`src/verilog/dac_pkg.sv`:
```
//////////////////////////////////////////////////
// shared widths, register map and DAC word layout
// for the AD5601 control subsystem
//////////////////////////////////////////////////

package dac_pkg;

    // bus widths
    localparam int DATA_W      = 16;
    localparam int ADDR_W      = 15;
    localparam int DAC_VALUE_W = 8;

    //////////////////////////////////////////////////
    // register map
    //////////////////////////////////////////////////

    localparam logic [ADDR_W-1:0] ADDR_VERSION  = 15'd0;
    localparam logic [ADDR_W-1:0] ADDR_DAC_WORD = 15'd1;
    localparam logic [ADDR_W-1:0] ADDR_EN_MMI   = 15'd2;

    // addresses at or above this read as zero
    localparam int NUM_REGS = 3;

    //////////////////////////////////////////////////
    // DAC command word
    //////////////////////////////////////////////////

    // field layout of the 16-bit AD5601 input shift register
    typedef struct packed {
        logic [1:0]             pd_mode;
        logic [DAC_VALUE_W-1:0] value;
        logic [5:0]             reserved;
    } dac_fields_t;

    // raw view is the bus data and the serial frame
    typedef union packed {
        logic [DATA_W-1:0] raw;
        dac_fields_t       fields;
    } dac_word_u;

endpackage

```
`src/verilog/mmi_if.sv`:
```
//////////////////////////////////////////////////
// register bus between the top level and the
// register block, no wait states
//////////////////////////////////////////////////

interface mmi_if;
    import dac_pkg::*;

    // write channel, accepted in the strobe cycle
    logic              wr_stb;
    logic [ADDR_W-1:0] wr_addr;
    logic [DATA_W-1:0] wr_data;

    // read channel, rd_valid follows rd_stb by one cycle
    logic              rd_stb;
    logic [ADDR_W-1:0] rd_addr;
    logic              rd_valid;
    logic [DATA_W-1:0] rd_data;

    modport master (
        output wr_stb, wr_addr, wr_data, rd_stb, rd_addr,
        input  rd_valid, rd_data
    );

    modport slave (
        input  wr_stb, wr_addr, wr_data, rd_stb, rd_addr,
        output rd_valid, rd_data
    );

endinterface

```
`src/verilog/dac_regs.sv`:
```
//////////////////////////////////////////////////
// register block holding the DAC command word,
// answers bus reads and merges local value loads
//////////////////////////////////////////////////

module dac_regs #(
    parameter logic [dac_pkg::DATA_W-1:0] MODULE_VERSION = 16'd1,
    parameter logic [dac_pkg::DATA_W-1:0] DAC_DEFAULT    = 16'd100
) (
    input  logic                            clk,
    input  logic                            SET_DEFAULT_ON_RESET,
    input  logic                            en_mmi_ctrl,
    input  logic [dac_pkg::DAC_VALUE_W-1:0] dac_value,
    input  logic                            dac_value_stb,
    mmi_if.slave                            mmi,
    output dac_pkg::dac_word_u              dac_word,
    output logic                            word_changed
);
    import dac_pkg::*;

    logic              bus_load;
    logic              local_load;
    logic [DATA_W-1:0] rd_mux;

    // bus owns the word while mmi control is on, the local strobe otherwise
    assign bus_load   = mmi.wr_stb && (mmi.wr_addr == ADDR_DAC_WORD) && en_mmi_ctrl;
    assign local_load = dac_value_stb && !en_mmi_ctrl;

    //////////////////////////////////////////////////
    // DAC word register
    //////////////////////////////////////////////////

    always_ff @(posedge clk) begin
        if (SET_DEFAULT_ON_RESET) begin
            dac_word.raw <= DAC_DEFAULT;
            word_changed <= 1'b0;
        end else begin
            word_changed <= bus_load || local_load;
            if (bus_load) begin
                dac_word.raw <= mmi.wr_data;
            end else if (local_load) begin
                // mode and reserved bits are kept
                dac_word.fields.value <= dac_value;
            end
        end
    end

    //////////////////////////////////////////////////
    // read path
    //////////////////////////////////////////////////

    always_comb begin
        rd_mux = '0;
        if (mmi.rd_addr < NUM_REGS) begin
            case (mmi.rd_addr)
                ADDR_VERSION:  rd_mux = MODULE_VERSION;
                ADDR_DAC_WORD: rd_mux = dac_word.raw;
                ADDR_EN_MMI:   rd_mux = {{(DATA_W-1){1'b0}}, en_mmi_ctrl};
                default:       rd_mux = '0;
            endcase
        end
    end

    always_ff @(posedge clk) begin
        if (SET_DEFAULT_ON_RESET) begin
            mmi.rd_valid <= 1'b0;
        end else begin
            mmi.rd_valid <= mmi.rd_stb;
        end
    end

    // data only matters while rd_valid is high
    always_ff @(posedge clk) begin
        if (mmi.rd_stb) begin
            mmi.rd_data <= rd_mux;
        end
    end

endmodule

```
`src/verilog/dac_update_seq.sv`:
```
//////////////////////////////////////////////////
// decides when a word goes to the DAC, keeps one
// pending update and flags each finished frame
//////////////////////////////////////////////////

module dac_update_seq #(
    parameter bit LOAD_DEFAULT = 1'b1
) (
    input  logic                        clk,
    input  logic                        SET_DEFAULT_ON_RESET,
    input  dac_pkg::dac_word_u          dac_word,
    input  logic                        word_changed,
    input  logic                        busy,
    output logic                        start,
    output logic [dac_pkg::DATA_W-1:0]  tx_word,
    output logic                        dac_reg_updated_stb,
    output logic                        initdone
);
    // start is out but busy not yet high in S_START
    localparam logic [1:0] S_IDLE  = 2'd0;
    localparam logic [1:0] S_START = 2'd1;
    localparam logic [1:0] S_BUSY  = 2'd2;

    logic [1:0] state;
    logic       pending;
    logic       load_req;
    logic       frame_done;
    logic       launch;

    assign frame_done = (state == S_BUSY) && !busy;
    assign launch     = ((state == S_IDLE) && (word_changed || load_req)) ||
                        (frame_done && (pending || word_changed));

    always_ff @(posedge clk) begin
        if (SET_DEFAULT_ON_RESET) begin
            state               <= S_IDLE;
            start               <= 1'b0;
            pending             <= 1'b0;
            load_req            <= LOAD_DEFAULT;
            dac_reg_updated_stb <= 1'b0;
            initdone            <= 1'b0;
        end else begin
            start               <= launch;
            dac_reg_updated_stb <= frame_done;
            load_req            <= 1'b0;
            if (!LOAD_DEFAULT || frame_done) begin
                initdone <= 1'b1;
            end
            case (state)
                S_IDLE:  if (launch) state <= S_START;
                S_START: begin
                    state   <= S_BUSY;
                    pending <= pending || word_changed;
                end
                S_BUSY: begin
                    if (frame_done) begin
                        pending <= 1'b0;
                        state   <= launch ? S_START : S_IDLE;
                    end else if (word_changed) begin
                        // later changes merge into the same flag
                        pending <= 1'b1;
                    end
                end
                default: state <= S_IDLE;
            endcase
        end
    end

    // snapshot of the latest word at launch time
    always_ff @(posedge clk) begin
        if (launch) begin
            tx_word <= dac_word.raw;
        end
    end

endmodule

```
`src/verilog/spi_tx.sv`:
```
//////////////////////////////////////////////////
// serial transmitter for the AD5601, shifts one
// 16-bit word MSB first framed by sync_n
//////////////////////////////////////////////////

module spi_tx #(
    parameter int CLK_DIVIDE = 2
) (
    input  logic                       clk,
    input  logic                       SET_DEFAULT_ON_RESET,
    input  logic                       start,
    input  logic [dac_pkg::DATA_W-1:0] tx_word,
    output logic                       busy,
    output logic                       sclk,
    output logic                       sync_n,
    output logic                       sdin
);
    import dac_pkg::*;

    localparam int DIV_W = (CLK_DIVIDE > 1) ? $clog2(CLK_DIVIDE) : 1;
    localparam int BIT_W = $clog2(DATA_W);

    logic [DIV_W-1:0]  div_cnt;
    logic [BIT_W-1:0]  bit_cnt;
    logic [DATA_W-1:0] shift_reg;
    logic              half_tick;
    logic              last_bit;

    // one half sclk period every CLK_DIVIDE clocks
    assign half_tick = (div_cnt == DIV_W'(CLK_DIVIDE - 1));
    assign last_bit  = (bit_cnt == BIT_W'(DATA_W - 1));

    // the frame lasts exactly as long as sync_n is low
    assign busy = !sync_n;
    assign sdin = shift_reg[DATA_W-1];

    //////////////////////////////////////////////////
    // frame control
    //////////////////////////////////////////////////

    always_ff @(posedge clk) begin
        if (SET_DEFAULT_ON_RESET) begin
            sync_n  <= 1'b1;
            sclk    <= 1'b1;
            div_cnt <= '0;
            bit_cnt <= '0;
        end else if (sync_n) begin
            div_cnt <= '0;
            bit_cnt <= '0;
            if (start) begin
                sync_n <= 1'b0;
            end
        end else if (half_tick) begin
            div_cnt <= '0;
            sclk    <= !sclk;
            // rising edge closes a bit period
            if (!sclk) begin
                if (last_bit) begin
                    sync_n <= 1'b1;
                end else begin
                    bit_cnt <= bit_cnt + 1'b1;
                end
            end
        end else begin
            div_cnt <= div_cnt + 1'b1;
        end
    end

    // next bit appears on the sclk rising edge
    always_ff @(posedge clk) begin
        if (sync_n && start) begin
            shift_reg <= tx_word;
        end else if (!sync_n && half_tick && !sclk) begin
            shift_reg <= {shift_reg[DATA_W-2:0], 1'b0};
        end
    end

endmodule

```
`src/verilog/dac_ctrl_top.sv`:
```
//////////////////////////////////////////////////
// AD5601 control subsystem top level with plain
// register-bus ports and the DAC serial pins
//////////////////////////////////////////////////

module dac_ctrl_top #(
    parameter logic [dac_pkg::DATA_W-1:0] MODULE_VERSION = 16'd1,
    parameter logic [dac_pkg::DATA_W-1:0] DAC_DEFAULT    = 16'd100,
    parameter bit                         LOAD_DEFAULT   = 1'b1,
    parameter int                         CLK_DIVIDE     = 2
) (
    input  logic                            clk,
    input  logic                            SET_DEFAULT_ON_RESET,
    input  logic                            wr_stb,
    input  logic [dac_pkg::ADDR_W-1:0]      wr_addr,
    input  logic [dac_pkg::DATA_W-1:0]      wr_data,
    input  logic                            rd_stb,
    input  logic [dac_pkg::ADDR_W-1:0]      rd_addr,
    input  logic                            en_mmi_ctrl,
    input  logic [dac_pkg::DAC_VALUE_W-1:0] dac_value,
    input  logic                            dac_value_stb,
    output logic                            rd_valid,
    output logic [dac_pkg::DATA_W-1:0]      rd_data,
    output logic                            sclk,
    output logic                            sync_n,
    output logic                            sdin,
    output logic                            dac_reg_updated_stb,
    output logic                            initdone
);
    import dac_pkg::*;

    dac_word_u         dac_word;
    logic              word_changed;
    logic              start;
    logic              busy;
    logic [DATA_W-1:0] tx_word;

    // register bus from the plain ports
    mmi_if mmi ();

    assign mmi.wr_stb  = wr_stb;
    assign mmi.wr_addr = wr_addr;
    assign mmi.wr_data = wr_data;
    assign mmi.rd_stb  = rd_stb;
    assign mmi.rd_addr = rd_addr;
    assign rd_valid    = mmi.rd_valid;
    assign rd_data     = mmi.rd_data;

    dac_regs #(
        .MODULE_VERSION (MODULE_VERSION),
        .DAC_DEFAULT    (DAC_DEFAULT)
    ) u_regs (
        .clk                  (clk),
        .SET_DEFAULT_ON_RESET (SET_DEFAULT_ON_RESET),
        .en_mmi_ctrl          (en_mmi_ctrl),
        .dac_value            (dac_value),
        .dac_value_stb        (dac_value_stb),
        .mmi                  (mmi.slave),
        .dac_word             (dac_word),
        .word_changed         (word_changed)
    );

    dac_update_seq #(
        .LOAD_DEFAULT (LOAD_DEFAULT)
    ) u_seq (
        .clk                  (clk),
        .SET_DEFAULT_ON_RESET (SET_DEFAULT_ON_RESET),
        .dac_word             (dac_word),
        .word_changed         (word_changed),
        .busy                 (busy),
        .start                (start),
        .tx_word              (tx_word),
        .dac_reg_updated_stb  (dac_reg_updated_stb),
        .initdone             (initdone)
    );

    spi_tx #(
        .CLK_DIVIDE (CLK_DIVIDE)
    ) u_spi_tx (
        .clk                  (clk),
        .SET_DEFAULT_ON_RESET (SET_DEFAULT_ON_RESET),
        .start                (start),
        .tx_word              (tx_word),
        .busy                 (busy),
        .sclk                 (sclk),
        .sync_n               (sync_n),
        .sdin                 (sdin)
    );

endmodule

```
`config.mk`:
```
export PLATFORM = sky130hd
export DESIGN_NAME = dac_ctrl_top
export DESIGN_NICKNAME = d
export VERILOG_FILES = /design/src/verilog/dac_pkg.sv /design/src/verilog/mmi_if.sv /design/src/verilog/dac_regs.sv /design/src/verilog/dac_update_seq.sv /design/src/verilog/spi_tx.sv /design/src/verilog/dac_ctrl_top.sv
export SDC_FILE = /design/constraint.sdc
export NUM_CORES = 1
export LEC_CHECK = 0
export BUFFER_PORTS_ARGS = -buffer_cell sky130_fd_sc_hd__buf_2
export CAP_MARGIN = 20
export CORE_MARGIN = 2
export CORE_UTILIZATION = 56
export CTS_BUF_LIST = sky130_fd_sc_hd__clkbuf_8 sky130_fd_sc_hd__clkbuf_16
export DETAILED_ROUTE_END_ITERATION = 16
export PLACE_DENSITY = 0.82
export SYNTH_ARGS = -nofsm -noshare
export SYNTH_HDL_FRONTEND = slang
export SYNTH_SLANG_ARGS = --single-unit
```
`constraint.sdc`:
```
create_clock -name clk -period 3.8 [get_ports clk]
set_input_delay 0.76 -clock clk [delete_from_list [all_inputs] [get_ports clk]]
set_output_delay 0.76 -clock clk [all_outputs]
set_load 0.02 [all_outputs]
```
==> results.toml <==
[run_status]
status = "finished, final reports clean"

[timing]
setup_viol_count_final = 0
skew_ps = 11.36
hold-worst-slack_ps = 460.2
slew_headroom = 0.4158
tightest_slew_ps = 872.5
drv_slew = 0
post-route-min-period_ps = 2306
fin_crit_sh = 0.6069
worst_slack_ps = 1494
fin_tns_setup_ps = 0
rsz0062_at_grt = "no"
max_freq_ghz = 0.4336
hold_viol_final = 0

[floorplanning]
die_width_um = 80.15
dieArea_um2 = 6423
die_h_um = 80.15
start_util = 0.5860
io_pins = 82
rows = 27
core_area_um2 = 5540

[hold_path]
hp-class = "reg2reg"
holdPathStages = 0
hp-start = "u_regs.dac_word[11]$_SDFFE_PP0P_"
whs_endpoint = "u_seq.tx_word[11]$_DFFE_PP_"

[drt]
first_pass_iters = 4
vias = 2161
ant_nets = 0
finalWirelength_um = 5964
avgViaCountPerCell = 5.207
drc = 0
drt_iter0_drc = 203
wl_per_cell_um = 14.37

[worst_setup_path]
cpMaxStageDelayCell = "nor4_4"
criticalPathCategory = "in2reg"
crit_arrival_ps = 2540
critPathMaxStageDelay_ps = 480
worst-path-stages = 6
worstPathMaxFanout = 9
cp-end-kind = "register"
critPathRequiredTime_ps = 4040
r2r_slack_ps = 1770
path_cells = "buf_2, nor4_1, nand4_1, nor4_4, buf_4, mux2_2"
r2r-end = "u_spi_tx.shift_reg[14]$_DFFE_PP_"
cp_top_family = "simple AND/OR/NAND/NOR gates"
r2r_start = "u_spi_tx.sync_n$_SDFF_PP1_"
critical_path_buf_inv_count = 2
cp-start-kind = "primary input"
reg2regPathDepth = 3

[clock_tree]
cts_resized = 0
clkTransAtPathRegs_ps = 70
ctsHoldBuffers = 0
cts_setup_buffers = 0
clk_path_buf_depth = 2
insertion_delay_ps = 350
cts_made_buffers = 9
root_buffer = "clkbuf_8"
cts.sinks = 80
cts-htree-levels = 3
cts_tree = "done"

[final_layout]
layout_common_cells = "buf_2, edfxtp_1, nand2_1, dfxtp_1, mux2_2"
drive_above_1_share = 0.3528
diodes = 0
syn2layout_area_growth_pct = 20.77
utilization = 0.7078
postLayoutCellArea_um2 = 3921
fillCellCount = 405
layout.nets = 403
layout_commonest_cell = "buf_2"

[synth]
synth_top_area_share = 0.4439
syn_nets = 320
synth_mux_area_frac = 0.1133
yosysTopAreaCell = "edfxtp_1"
synth-simple-area-share = 0.1526
ys_types = 36
postSynthAreaPerCell_um2 = 12.73
synth_seq_cells = 80
synth_top_family_by_area = "simple AND/OR/NAND/NOR gates"
synth_compound_area_frac = 0.04470
synth_edf_count = 48
synthArstFlopShare = 0
synth_fa_ha_area_frac = 0.01927
yosys_warnings = 0
syn_inst = 255
yosys-top-cells-area = "edfxtp_1, dfxtp_1, mux2_2, mux2i_1, nand2_1"
syn_area_um2 = 3247
synth_seq_area_share = 0.6412
synth_top_flop_cell = "edfxtp_1"
synth-xor-area-share = 0.005395

[grt]
gr-total-overflow = 0
grt_max_degree = 33
first_global_vias = 2125
antenna_found_initial = 0
grt_pass1_wl_um = 9942
grt_use_total = 0.2097

[placed_design]
dpl_worst_slack_ps = 1118
place.gp.congestion = 0.8176
placed_area_um2 = 3707
port_buffers = 81
dp_hpwl_um = 4249

[pwr]
p_per_area_nw_per_um2 = 490.4
p_leak_nw = 1.599
irDropWorstVdd_uv = 234.2

[run]
cap_violations = 0
logic make-up after synthesis:
group	count (synthesis)
adder cells (fa/ha/maj)	5
buffers and inverters	18
XOR/XNOR	2
AND/OR/NAND/NOR	92
flip-flops	80
AO/OA/AOI/OAI	24
multiplexers	34
synth_stat cells, drive strengths merged, types with 2 or more instances:
master and count:
a21oi 13, and2 15, and3 4, buf 3
clkbuf 8, dfxtp 32, edfxtp 48, ha 5
inv 7, mux2 22, mux2i 12, nand2 32
nand2b 2, nand3 2, nand4 2, nor2 11
nor2b 10, nor3 5, nor4 4, o211ai 2
o21ai 3, xor2 2
cell type report:
class	instances	area (µm²)	share of cell area
clock buffer	10	137.6	0.03510
clock inverter	6	76.32	0.01946
inverter	7	26.28	0.006701
multi-input combinational	157	1089	0.2776
sequential	80	2082	0.5310
tap	72	90.09	0.02297
timing repair buffer	83	420.4	0.1072
metrics by stage:
step	total power, mW	std cells
2_1_floorplan	1.195	255
3_3_place_gp	1.270	399
3_5_place_dp	1.280	399
4_1_cts	1.934	415
5_1_grt	2.000	415
6_report	1.923	415
routing by layer:
layer	track usage	routed length (µm)	up-vias
li1	-	-	1073
met1	0.2712	2626	983
met2	0.3358	2800	96
met3	0.05169	413	9
met4	0.09153	123	0
met5	0	0	-
how the worst max path moves through the flow:
stage | from | to
floorplan | u_spi_tx.sync_n$_SDFF_PP1_ | u_spi_tx.shift_reg[0]$_SDFFCE_PN0P_
CTS | wr_addr[9] | u_regs.dac_word[12]$_SDFFE_PP0P_
finish | wr_addr[9] | u_regs.dac_word[12]$_SDFFE_PP0P_
detailed placement | wr_addr[9] | u_regs.dac_word[12]$_SDFFE_PP0P_
global placement | wr_addr[9] | u_regs.dac_word[12]$_SDFFE_PP0P_
global route | wr_addr[9] | u_regs.dac_word[12]$_SDFFE_PP0P_
where the power goes:
group,leakage (nW),switching [mW],internal (mW)
clock,0.120,0.285,0.380
combinational,0.754,0.120,0.0955
sequential,0.725,0.0328,1.01
(Power assumes the default switching activity.)
